$ cat config.mk
export PLATFORM = sky130hd
export DESIGN_NAME = serdes_link
export DESIGN_NICKNAME = d
export VERILOG_FILES = /design/src/source/serdes_types_pkg.sv /design/src/source/noise_cfg_pkg.sv /design/src/source/pam4_transmitter.sv /design/src/source/noise_source.sv /design/src/source/channel_combiner.sv /design/src/source/pam4_receiver.sv /design/src/source/serdes_link.sv
export SDC_FILE = /design/constraint.sdc
export NUM_CORES = 1
export LEC_CHECK = 0
export ABC_AREA = 1
export BUFFER_PORTS_ARGS = -buffer_cell sky130_fd_sc_hd__buf_4
export CAP_MARGIN = 5
export CORE_MARGIN = 4
export CORE_UTILIZATION = 35
export CTS_BUF_LIST = sky130_fd_sc_hd__clkbuf_16
export DETAILED_ROUTE_END_ITERATION = 12
export MAX_ROUTING_LAYER = met4
export SKIP_LAST_GASP = 1
export SLEW_MARGIN = 20
export SYNTH_ARGS = -nofsm -noshare
export SYNTH_HDL_FRONTEND = slang
export SYNTH_SLANG_ARGS = --single-unit
$ cat constraint.sdc
create_clock -name clock -period 3.47 [get_ports clock]
set_input_delay 0.8675 -clock clock [delete_from_list [all_inputs] [get_ports clock]]
set_output_delay 0.8675 -clock clock [all_outputs]
set_load 0.005 [all_outputs]
$ cat src/source/serdes_types_pkg.sv
package serdes_types_pkg;

    typedef logic        [1:0]  symbol_t;  // pam4 symbol index 0..3
    typedef logic signed [7:0]  level_t;   // line voltage code
    typedef logic        [15:0] count_t;   // bit error count

    // nominal eye levels, indexed by symbol
    localparam level_t pam4_levels [0:3] = '{
        -8'sd96,   // symbol 0
        -8'sd32,   // symbol 1
        8'sd32,    // symbol 2
        8'sd96     // symbol 3
    };

    // decision thresholds midway between levels
    localparam level_t slice_low  = -8'sd64;
    localparam level_t slice_mid  = 8'sd0;
    localparam level_t slice_high = 8'sd64;

    localparam logic [6:0] prbs_seed = 7'h7f;  // all ones, tx and rx alike

endpackage

$ cat src/source/noise_cfg_pkg.sv
package noise_cfg_pkg;

    typedef logic signed [7:0] noise_t;       // additive noise sample
    typedef logic        [4:0] noise_addr_t;  // table index and memory address

    localparam int noise_depth = 32;  // default table size, power of two

    // loader sequence, one pass only
    typedef enum logic [1:0] {
        wait_load,  // idle until load pulse
        loading,    // walking memory addresses
        playing     // table full, noise active
    } load_state_t;

endpackage

$ cat src/source/pam4_transmitter.sv
`timescale 1ns/10ps

module pam4_transmitter (
    input  logic                     clock,
    input  logic                     reset_n,
    input  logic                     prbs_en,   // level, holds everything when low
    output serdes_types_pkg::level_t tx_level,  // mapped pam4 level
    output logic                     tx_valid   // one strobe per symbol
);

    logic [6:0]                prbs_q;       // lfsr state
    logic                      prbs_bit;     // bit leaving the lfsr this cycle
    logic                      phase_q;      // set while the pair msb is waiting
    logic                      first_bit_q;  // msb of the pair being built
    logic [1:0]                pair;         // first-sent bit on top
    serdes_types_pkg::symbol_t symbol;       // gray coded index

    assign prbs_bit = prbs_q[6] ^ prbs_q[5];  // x^7 + x^6 + 1
    assign pair     = {first_bit_q, prbs_bit};

    // gray map 00 01 11 10 onto symbols 0 1 2 3
    assign symbol = {pair[1], pair[1] ^ pair[0]};

    always_ff @(posedge clock) begin
        if (!reset_n) begin
            prbs_q   <= serdes_types_pkg::prbs_seed;
            phase_q  <= 1'b0;
            tx_valid <= 1'b0;
        end else begin
            tx_valid <= prbs_en & phase_q;  // second bit goes out now
            if (prbs_en) begin
                prbs_q  <= {prbs_q[5:0], prbs_bit};  // one bit per clock
                phase_q <= ~phase_q;                 // toggles first/second bit
            end
        end
    end

    // pair msb capture and level lookup
    always_ff @(posedge clock) begin
        if (prbs_en && !phase_q) begin
            first_bit_q <= prbs_bit;  // held across a pause
        end
        if (prbs_en && phase_q) begin
            tx_level <= serdes_types_pkg::pam4_levels[symbol];  // table lookup
        end
    end

endmodule

$ cat src/source/noise_source.sv
`timescale 1ns/10ps

module noise_source #(
    parameter int NOISE_DEPTH = noise_cfg_pkg::noise_depth  // power of two, 32 max
) (
    input  logic                         clock,
    input  logic                         reset_n,
    input  logic                         noise_load,    // start pulse
    input  logic                         tx_valid,      // advances playback
    input  noise_cfg_pkg::noise_t        mem_data,      // arrives one cycle after addr
    output noise_cfg_pkg::noise_addr_t   mem_addr,
    output noise_cfg_pkg::noise_t        noise_sample,  // zero before the table is full
    output logic                         noise_ready
);

    localparam noise_cfg_pkg::noise_addr_t last_addr =
        noise_cfg_pkg::noise_addr_t'(NOISE_DEPTH - 1);

    noise_cfg_pkg::load_state_t state;
    noise_cfg_pkg::noise_t      noise_table [NOISE_DEPTH];  // captured samples
    noise_cfg_pkg::noise_addr_t wr_idx;      // address issued last cycle
    logic                       wr_pending;  // mem_data valid for wr_idx
    noise_cfg_pkg::noise_addr_t play_ptr;    // current playback entry

    assign noise_ready  = (state == noise_cfg_pkg::playing);
    assign noise_sample = noise_ready ? noise_table[play_ptr] : '0;

    always_ff @(posedge clock) begin
        if (!reset_n) begin
            state      <= noise_cfg_pkg::wait_load;
            mem_addr   <= '0;
            wr_pending <= 1'b0;
            play_ptr   <= '0;
        end else begin
            wr_pending <= 1'b0;  // only loading keeps it up
            case (state)
                noise_cfg_pkg::wait_load: begin
                    if (noise_load) begin
                        state <= noise_cfg_pkg::loading;  // addr 0 already out
                    end
                end
                noise_cfg_pkg::loading: begin
                    if (wr_pending && wr_idx == last_addr) begin
                        state <= noise_cfg_pkg::playing;  // last word captured
                    end else begin
                        wr_pending <= 1'b1;
                        if (mem_addr != last_addr) begin
                            mem_addr <= mem_addr + 1'b1;  // one address per cycle
                        end
                    end
                end
                noise_cfg_pkg::playing: begin
                    if (tx_valid) begin
                        // wrap at table depth
                        play_ptr <= (play_ptr == last_addr) ? '0 : play_ptr + 1'b1;
                    end
                end
                default: state <= noise_cfg_pkg::wait_load;
            endcase
        end
    end

    // write side lags the address by one cycle
    always_ff @(posedge clock) begin
        wr_idx <= mem_addr;
        if (wr_pending) begin
            noise_table[wr_idx] <= mem_data;
        end
    end

endmodule

$ cat src/source/channel_combiner.sv
`timescale 1ns/10ps

module channel_combiner (
    input  logic                     clock,
    input  logic                     reset_n,
    input  serdes_types_pkg::level_t tx_level,
    input  logic                     tx_valid,
    input  noise_cfg_pkg::noise_t    noise_sample,
    output serdes_types_pkg::level_t line_level,  // clamped sum
    output logic                     line_valid   // tx_valid delayed one cycle
);

    logic signed [8:0]        sum_wide;  // one guard bit
    serdes_types_pkg::level_t sum_sat;

    // sign-extend both operands before adding
    assign sum_wide = {tx_level[7], tx_level} + {noise_sample[7], noise_sample};

    always_comb begin
        if (sum_wide[8] == sum_wide[7]) begin
            sum_sat = sum_wide[7:0];  // fits in eight bits
        end else if (sum_wide[8]) begin
            sum_sat = 8'sh80;  // below -128
        end else begin
            sum_sat = 8'sh7f;  // above +127
        end
    end

    always_ff @(posedge clock) begin
        if (!reset_n) begin
            line_valid <= 1'b0;
        end else begin
            line_valid <= tx_valid;
        end
    end

    always_ff @(posedge clock) begin
        if (tx_valid) begin
            line_level <= sum_sat;  // sampled with the strobe
        end
    end

endmodule

$ cat src/source/pam4_receiver.sv
`timescale 1ns/10ps

module pam4_receiver (
    input  logic                     clock,
    input  logic                     reset_n,
    input  serdes_types_pkg::level_t line_level,
    input  logic                     line_valid,
    output logic [1:0]               rx_bits,     // first-sent bit is msb
    output logic                     rx_valid,
    output serdes_types_pkg::count_t error_count  // saturates at all ones
);

    serdes_types_pkg::symbol_t symbol;     // slicer decision
    logic [1:0]                bits;       // after inverse gray
    logic [6:0]                prbs_q;     // local reference lfsr
    logic [1:0]                exp_bits;   // next two reference bits
    logic [1:0]                bit_diff;   // mismatch mask
    logic [1:0]                err_inc;    // 0..2 errors this symbol
    logic [16:0]               count_sum;  // carry shows overflow

    always_comb begin
        if (line_level < serdes_types_pkg::slice_low) begin
            symbol = 2'd0;
        end else if (line_level < serdes_types_pkg::slice_mid) begin
            symbol = 2'd1;
        end else if (line_level < serdes_types_pkg::slice_high) begin
            symbol = 2'd2;
        end else begin
            symbol = 2'd3;
        end
    end

    assign bits = {symbol[1], symbol[1] ^ symbol[0]};  // 0 1 2 3 -> 00 01 11 10

    // two lfsr steps of x^7 + x^6 + 1 at once
    assign exp_bits  = {prbs_q[6] ^ prbs_q[5], prbs_q[5] ^ prbs_q[4]};
    assign bit_diff  = bits ^ exp_bits;
    assign err_inc   = {1'b0, bit_diff[1]} + {1'b0, bit_diff[0]};
    assign count_sum = {1'b0, error_count} + {15'd0, err_inc};

    always_ff @(posedge clock) begin
        if (!reset_n) begin
            rx_valid    <= 1'b0;
            error_count <= '0;
            prbs_q      <= serdes_types_pkg::prbs_seed;
        end else begin
            rx_valid <= line_valid;
            if (line_valid) begin
                prbs_q      <= {prbs_q[4:0], exp_bits};  // shift in both bits
                error_count <= count_sum[16] ? '1 : count_sum[15:0];
            end
        end
    end

    always_ff @(posedge clock) begin
        if (line_valid) begin
            rx_bits <= bits;
        end
    end

endmodule

$ cat src/source/serdes_link.sv
`timescale 1ns/10ps

module serdes_link #(
    parameter int NOISE_DEPTH = noise_cfg_pkg::noise_depth  // noise table size
) (
    input  logic        clock,
    input  logic        reset_n,
    input  logic        prbs_en,      // runs the transmitter
    input  logic        noise_load,   // one-cycle load request
    input  logic [7:0]  mem_data,     // external noise memory read data
    output logic [4:0]  mem_addr,
    output logic        noise_ready,  // table loaded, noise on
    output logic [7:0]  line_level,   // channel output
    output logic        line_valid,
    output logic [1:0]  rx_bits,
    output logic        rx_valid,
    output logic [15:0] error_count
);

    serdes_types_pkg::level_t tx_level;      // clean pam4 level
    logic                     tx_valid;
    noise_cfg_pkg::noise_t    noise_sample;  // per-symbol noise

    pam4_transmitter u_tx (
        .clock    (clock),
        .reset_n  (reset_n),
        .prbs_en  (prbs_en),
        .tx_level (tx_level),
        .tx_valid (tx_valid)
    );

    noise_source #(
        .NOISE_DEPTH (NOISE_DEPTH)
    ) u_noise (
        .clock        (clock),
        .reset_n      (reset_n),
        .noise_load   (noise_load),
        .tx_valid     (tx_valid),      // one sample per symbol
        .mem_data     (mem_data),
        .mem_addr     (mem_addr),
        .noise_sample (noise_sample),
        .noise_ready  (noise_ready)
    );

    channel_combiner u_chan (
        .clock        (clock),
        .reset_n      (reset_n),
        .tx_level     (tx_level),
        .tx_valid     (tx_valid),
        .noise_sample (noise_sample),
        .line_level   (line_level),
        .line_valid   (line_valid)
    );

    pam4_receiver u_rx (
        .clock       (clock),
        .reset_n     (reset_n),
        .line_level  (line_level),
        .line_valid  (line_valid),
        .rx_bits     (rx_bits),
        .rx_valid    (rx_valid),       // two cycles after tx_valid
        .error_count (error_count)
    );

endmodule

==> results of run 1 <==
==> final cells by class <==
| type | count | area, um^2 |
|---|---|---|
| multi-input combinational | 691 | 3453 |
| timing repair buffer | 64 | 543.0 |
| clock inverter | 25 | 229.0 |
| sequential | 326 | 9224 |
| clock buffer | 35 | 875.8 |
| inverter | 51 | 192.7 |
| tap | 504 | 630.6 |
| fill | 3510 | 21810 |
==> power by group through the flow <==
stage	Clock (W)	Combinational, W	Sequential, W
CTS	0.00369	0.000172	0.00429
finish	0.00361	0.000169	0.00429
global route	0.00384	0.000190	0.00429
detailed placement	0	0.000172	0.00437
global placement	0	0.000170	0.00437
floorplan	0	0.0000739	0.00436
==> worst max-delay path, stage by stage (launching register included) <==
cell and delay, ns:
dfxtp_4 0.36, clkinv_2 0.08, buf_12 0.28, o21ai_0 0.12, o221ai_1 0.24, nand3_1 0.11, nand3_1 0.09, nand2_1 0.06
a31oi_1 0.28, ha_1 0.36, a21oi_1 0.29, nand3_1 0.25, nand3_1 0.16, nand2_1 0.08
==> cell families after synthesis <==
family                   count (synthesis)
buffers and inverters                  111
XOR/XNOR                                15
flip-flops                             326
AO/OA/AOI/OAI                          203
adder cells (fa/ha/maj)                 10
AND/OR/NAND/NOR                        463
==> cells in the final DEF (no fill, tap or decap), drive strengths merged, types with 31 or more instances in the layout <==
| master | synthesis | layout |
|---|---|---|
| buf | 41 | 64 |
| dfxtp | 57 | 57 |
| clkbuf | 19 | 35 |
| o221ai | 31 | 31 |
| nand3 | 108 | 108 |
| nand2 | 151 | 151 |
| edfxtp | 269 | 269 |
| nor2 | 179 | 179 |
| o21ai | 112 | 112 |
| a21oi | 31 | 31 |
| inv | 51 | 56 |
==> flip-flops by register name (all words and copies together) (netlist names), named ones only <==
| register | cells |
|---|---|
| u_tx.tx_valid | 1 |
| u_noise.play_ptr | 5 |
| u_tx.first_bit_q | 1 |
| u_rx.rx_bits | 2 |
| u_tx.phase_q | 1 |
| u_noise.mem_addr | 5 |
| u_noise.wr_idx | 5 |
| u_noise.noise_table | 256 |
| u_noise.wr_pending | 1 |
| u_noise.state | 2 |
| u_chan.line_valid | 1 |
| u_rx.error_count | 16 |
| u_tx.prbs_q | 7 |
| u_tx.tx_level | 2 |
| u_chan.line_level | 8 |
| u_rx.prbs_q | 7 |
| u_rx.rx_valid | 1 |
==> final timing paths <==
kind | from | endpoint | slack, ns | depth (start not counted)
worst max-delay path | flip-flop | u_chan.line_level[6] | 0.45 | 13
worst min register to register | u_noise.mem_addr[3] | u_noise.wr_idx[3] | 0.38 | 0
worst min-delay path | u_noise.mem_addr[3] | u_noise.wr_idx[3] | 0.38 | 0
worst max register to register | flip-flop | u_chan.line_level[6] | 0.45 | 13
==> per-layer routing <==
metal | up-vias | part of all wire | global-route usage
met3 | 57 | 0.050 | 0.02060
met4 | 0 | 0.033 | 0.05432
met5 | - | 0 | -
met1 | 4191 | 0.44 | 0.2023
li1 | 4111 | - | -
met2 | 259 | 0.47 | 0.2401
==> metrics by stage <==
stage / instances / utilization
floorplan: 1128 / -
global route: 1696 / 0.4099
detailed placement: 1636 / 0.3800
global placement: 1636 / 0.3800
CTS: 1696 / 0.4099
finish: 1696 / 0.4099
==> results.md, run 1 <==
- After synthesis, the share of flip-flops with an asynchronous set or reset is 0.
- Among all flip-flop cells after synthesis, the most frequent one is edfxtp_1.
- The floorplan step set the die width to 202.6 um.
- The share of the Yosys chip area taken by registers is 0.6959.
- The antenna diode count is 0.
- The area share of and/or/nand/nor cells after synthesis is 0.1499.
- Headroom to the max-slew limit came out at 0.3785.
- The post-synthesis compound-gate area fraction is 0.09029.
- The max-slew violation count is 0.
- The number of global-route vias before repair is 8,268.
- The H-tree was split into 2 levels.
- The detail route stage leaves a number of antenna-violating nets equal to 0.
- The core area is 36,960 um^2.
- Of the total power, the clock network draws 0.448.
- The switching share of power is 0.2015.
- The sequential fraction of design power is 0.531.
- The count of mapped cells out of synthesis is around 1,100.
- The fraction of power consumed by combinational cells is 0.021.
- When the netlist entered floorplanning its net count stood at roughly 1,200.
- Buffers inserted during clock tree synthesis total 34.
- Buffers placed on the I/O ports in this run total 45.
- The average wire per cell in the routed design is 18.25 um.
- Synthesis inferred 326 register bits.
- The DRC violation count after routing is 0.
- Once the clock tree was built, the resizer swapped 0 gates to a different size.
- After layout, the design draws a total of about 0.0081 W.
- The final worst slack is ~0.45 ns.
- The routability-driven placement congestion ratio is 0.8174.
- The number of DRC markers in iteration 0 is 877.
- The final layout net count is ~1,200.
- The hold-fix buffer count after cts is 0.
- The half-perimeter wire length of the detailed placement result is 19,000 um.
- The number of antenna violations at the first check in global routing is 0.
- The fraction of final layout cells with drive strength greater than 1 is 0.1141.
- The final instance area is 15,150 um^2.
- The pre-CTS setup slack is 0.4539 ns.
- Across the run, the number of max-cap violations was 0.
- Buffers added to address setup during post-CTS repair amount to 0.
- The fraction of post-synthesis cell area in the top cell type by area is 0.6097.
- The critical path is of the flip-flop to flip-flop type.
- The maximum operating frequency is 331.4 MHz.
- Data arrives at the worst endpoint at approximately 3.3 ns.
- The average size of a mapped cell is approximately 12 um^2.
- STA classifies the critical path startpoint as a flip-flop.
- Of the total synthesized cell area, the portion taken by XOR and XNOR cells is 0.009917.
- The flow ran to the end, and the final reports show no timing, DRC or antenna violations.
- Clock-pin slew was measured on the worst setup and hold paths at 0.06 ns.
- TritonCTS built the clock tree.
- The global-route wire length before repair is 47,930 um.
- The pre-antenna-repair detailed-routing pass consisted of 5 iterations.
- The largest vdd supply drop is 0.0002803 V.
- The mapped netlist covers 13,250 um^2.
- After global routing the overflow that remains totals 0.
- 46 I/O pins were placed.
- After layout, the minimum clock period comes to 3.017 ns.
- The die covers 41,030 um^2.
- In the finished design, the share of the clock period the worst path needs comes to 0.8695.
- The dominant combinational cell family by area after synthesis is simple AND/OR/NAND/NOR gates.
- The final hold slack is 0.3755 ns.
- The buffer depth of the longest clock path is 3.
- Along the worst path, the maximum fanout reaches 68.
- Of the total synthesized cell area, the portion taken by full adders, half adders and majority gates is 0.01058.
- For the worst setup path, the data required time is 3.71 ns.
- The final count of hold timing violations is 0.
- The area added between synthesis and finish is 14.35%.
- Setup repair after global routing left no endpoint under its margin.
- For this configuration, the core starts out at a cell density of 0.3584.
- The clock latency on the worst-skew pair is 0.51 ns.
- For the pin with the worst max-slew slack, the measured transition is 0.9288 ns.
- By area the synthesized netlist is led by edfxtp_1, dfxtp_1, nor2_1, nand2_1, nand3_1.
- The synthesized design spends more area on one cell type than any other, namely edfxtp_1.
- In the global route stage, overall resource usage came out at 0.1517.
- The instance area after placement is 14,040 um^2.
- The number of standard-cell rows in the floorplan is 70.
- The number of enable flip-flop cells after synthesis is 269.
- Setup violations remaining at the end of the flow were counted as 0.
- Yosys printed 0 warnings.
- After synthesis, the share of cell area in mux cells is 0.
- The detailed router placed roughly 8,600 vias in this run.
- The commonest cells after synthesis are edfxtp_1, nor2_1, nand2_1.
- The routed wire length is 30,950 um.
- The kind of capture point of the worst setup path is a flip-flop.
- The clock net sink count is approximately 330.
- Power spread over the standard cell area amounts to 532.6 nW/um^2.
- The most common cell in the synthesized netlist is edfxtp_1.
- The internal power is 0.006442 W.
- Clock tree synthesis selected as its root buffer the cell clkbuf_16.
- The worst hold-check path type is flip-flop to flip-flop.
- Counting distinct cell types in the post-synthesis netlist gives 39.
- Clock skew on the completed layout was measured at 0.02077 ns.
- The via-per-instance ratio is 5.081.
- The largest net degree at the start of global routing is between 60 and 70.
- The floorplan die height is ~200 um.
- The analysis attributes to cell leakage a power of 5.201 nW.
- The net switching power is between 0.0015 and 0.002 W.
- Adding up every negative setup slack in the final design gives 0 ns.
No activity file was read; power rests on OpenSTA's default activity.
==> run 2, diff against run 1 <==
- RECOVER_POWER: default -> 25
==> run 2 against run 1 <==
Effect of this change:
- the run now ends with capacitance limit, slew limit left
- critical path type unchanged
- power is essentially flat
- highest routed layer unchanged
- final cell count is the same
- worst hold slack is essentially flat
- critical path depth shrank 1
- die area is the same
- sequential power is essentially flat
- maximum frequency shrank 2.7%
==> results.md, run 2 (same netlist as run 1, synthesis figures left out) <==
- The via-per-instance ratio is 5.088 (was 5.081).
- The clock root buffer is clkbuf_16 (unchanged).
- The final count of hold timing violations is 0 (unchanged).
- The buffer depth of the longest clock path was 3 (unchanged).
- The worst-case register-to-register setup slack was 0.37 ns (was 0.45 ns).
- The largest vdd supply drop came to 0.0002804 V (was 0.0002803 V).
- The number of DRC markers in iteration 0 is 843 (was 877).
- The half-perimeter wire length of the detailed placement result is 19,000 um (unchanged).
- The fraction of final layout cells with drive strength greater than 1 is 0.1065 (was 0.1141).
- The most common library cell in the layout ignoring fill and taps was edfxtp_1 (unchanged).
- The total iterations of the first detailed-routing run is 5 (unchanged).
- The time the worst path needs with I/O delays and setup came to 3.101 ns (was 3.017 ns).
- The data arrival time at the worst-slack endpoint is 3.34 ns (was 3.26 ns).
- The I/O pin count is 46 (unchanged).
- The number of gates given a new drive strength after cts was 0 (unchanged).
- The post-layout utilization of the core is 0.4089 (was 0.4099).
- The core area is 36,960 um^2 (unchanged).
- The DRC violation count after routing is 0 (unchanged).
- The number of global-route vias before repair was 8,268 (unchanged).
- The accumulated negative setup slack came to 0 ns (unchanged).
- The number of nets still failing antenna checks after routing came to 0 (unchanged).
- The depth of the worst register-to-register path is 12 (was 13).
- The number of flip-flops in the largest register came to 256 (unchanged).
- The critical path class was flip-flop to flip-flop (unchanged).
- The hold-fix buffer count after cts was 0 (unchanged).
- The largest fanout of any net on the critical path is 68 (unchanged).
- The total power divided by cell area is 534.2 nW/um^2 (was 532.6 nW/um^2).
- Commonest cells after routing, fill and taps aside: edfxtp_1, nor2_1, nand2_1, nand3_1, o21ai_0 (unchanged).
- The clock transition at the register clock pins on the worst setup and hold paths after CTS came to 0.06 ns (about the same).
- The number of maximum-capacitance violations came to 5 (was 0).
- The clock latency on the worst-skew pair is 0.51 ns (about the same).
- The initial core utilization is 0.3584 (unchanged).
- The number of antenna violations at the first check in global routing came to 0 (unchanged).
- Setup repair after global routing missed its margin: no (unchanged).
- The checks that failed: capacitance limit, slew limit.
- The clock tree from TritonCTS is done (unchanged).
- The die span in x is 202.6 um (unchanged).
- The end of the worst register-to-register path is u_chan.line_level[6] (unchanged).
- The floorplan die height was 202.6 um (unchanged).
- The tightest slew margin relative to the limit is -0.1356 (was 0.3785).
- The largest register by flop count is u_noise.noise_table (unchanged).
- The post-route clock period utilization is 0.8935 (was 0.8695).
- The count of final setup violators is 0 (unchanged).
- The global-route wire length before repair came to 47,930 um (unchanged).
- The maximum operating frequency was 322.5 MHz (was 331.4 MHz).
- The leakage power total is 5.168 nW (was 5.201 nW).
- The post-CTS repair timing setup buffer count is 0 (unchanged).
- The antenna diode count is 0 (unchanged).
- The clock net sink count is 326 (unchanged).
- The routability-driven placement congestion ratio came to 0.8174 (unchanged).
- The hold path startpoint is u_noise.mem_addr[3] (unchanged).
- The area added between synthesis and finish came to 14.09% (was 14.35%).
- The routed wire length is 31,010 um (was 30,950 um).
- The final layout net count is 1,190 (unchanged).
- The overall track demand over capacity in global routing is 0.1517 (unchanged).
- The die area was 41,030 um^2 (unchanged).
- The sink of the worst hold path is u_noise.wr_idx[3] (unchanged).
- The total power after layout is 0.008074 W (was 0.008068 W).
- The slew at the pin with the worst max-slew slack is 1.703 ns (was 0.9288 ns).
- The hold-critical path depth came to 0 (unchanged).
- The maximum level of the CTS H-tree is 2 (unchanged).
- The largest net degree at the start of global routing was 69 (unchanged).
- The worst hold-check path type is flip-flop to flip-flop (unchanged).
- The category of the worst setup path launch point is a flip-flop (unchanged).
- The kind of capture point of the worst setup path is a flip-flop (unchanged).
- Status: finished, violations left (was finished, final reports clean).
- The max-slew violation count is 165 (was 0).
- Top Registers: u_noise.noise_table (256), u_rx.error_count (16), u_chan.line_level (8) (unchanged).
- The total CTS buffers was 34 (unchanged).
- The required arrival time at the worst endpoint is 3.71 ns (about the same).
- The number of port buffers is 45 (unchanged).
- The number of standard-cell rows in the floorplan was 70 (unchanged).
- The total via count in the routed design is 8,629 (was 8,618).
- The remaining global-route overflow was 0 (unchanged).
- The maximum clock skew at final layout was 0.01937 ns (was 0.02077 ns).
- The average wire per cell in the routed design is 18.28 um (was 18.25 um).
run 2: cell count changes in the layout (fill, tap and decap cells not counted), sizes merged:
cell / before / now
buf: 64 / 55
clkbuf: 35 / 44
run 2: worst max-delay path by stage:
stage	from	endpoint	slack, ns	cells after the start
floorplan	u_chan.line_level[7]	u_rx.error_count[9]	0.89	13
global placement	flip-flop	u_chan.line_level[6]	0.51	13
detailed placement	flip-flop	u_chan.line_level[6]	0.45	13
CTS	flip-flop	u_chan.line_level[6]	0.43	13
global route	flip-flop	u_chan.line_level[0]	0.19	13
finish	flip-flop	u_chan.line_level[6]	0.37	12
run 2: cell type report:
class | instances | area, um^2
Tap cell | 504 | 630.6
Sequential cell | 326 | 9224
Timing Repair Buffer | 64 | 509.2
Clock buffer | 35 | 875.8
Multi-Input combinational cell | 691 | 3453
Inverter | 51 | 192.7
Fill cell | 3512 | 21850
Clock inverter | 25 | 229.0
run 2: stage by stage:
| step | hold slack [ns] | cell area, um^2 | instances | setup slack, ns |
|---|---|---|---|---|
| after floorplan | 0.3671 | 13250 | 1128 | 0.8860 |
| after global placement | 0.3768 | 14040 | 1636 | 0.5129 |
| after detailed placement | 0.3690 | 14040 | 1636 | 0.4539 |
| after CTS | 0.3806 | 15150 | 1696 | 0.4297 |
| after global routing | 0.3840 | 15110 | 1696 | 0.1876 |
| final | 0.3751 | 15110 | 1696 | 0.3695 |
run 2: worst max-delay path, cell delays in order (launching register included):
cell,delay (ns)
dfxtp_2,0.36
buf_12,0.28
o21ai_0,0.17
o221ai_1,0.29
nand3_1,0.11
nand3_1,0.09
nand2_1,0.06
a31oi_1,0.32
ha_1,0.37
a21oi_1,0.28
nand3_1,0.26
nand3_1,0.16
nand2_1,0.08
run 2: power breakdown:
part	internal (W)	leakage (nW)	switching, W
logic	0.0000404	1.74	0.000124
clock network	0.00214	0.547	0.00149
registers	0.00427	2.88	0.0000229
total	0.00644	5.17	0.00163
run 2: layer usage:
layer | global-route usage | up-vias | share of wire
li1 | - | 4117 | -
met1 | 0.2023 | 4208 | 0.44
met2 | 0.2401 | 243 | 0.47
met3 | 0.02060 | 61 | 0.050
met4 | 0.05432 | 0 | 0.033
met5 | - | - | 0
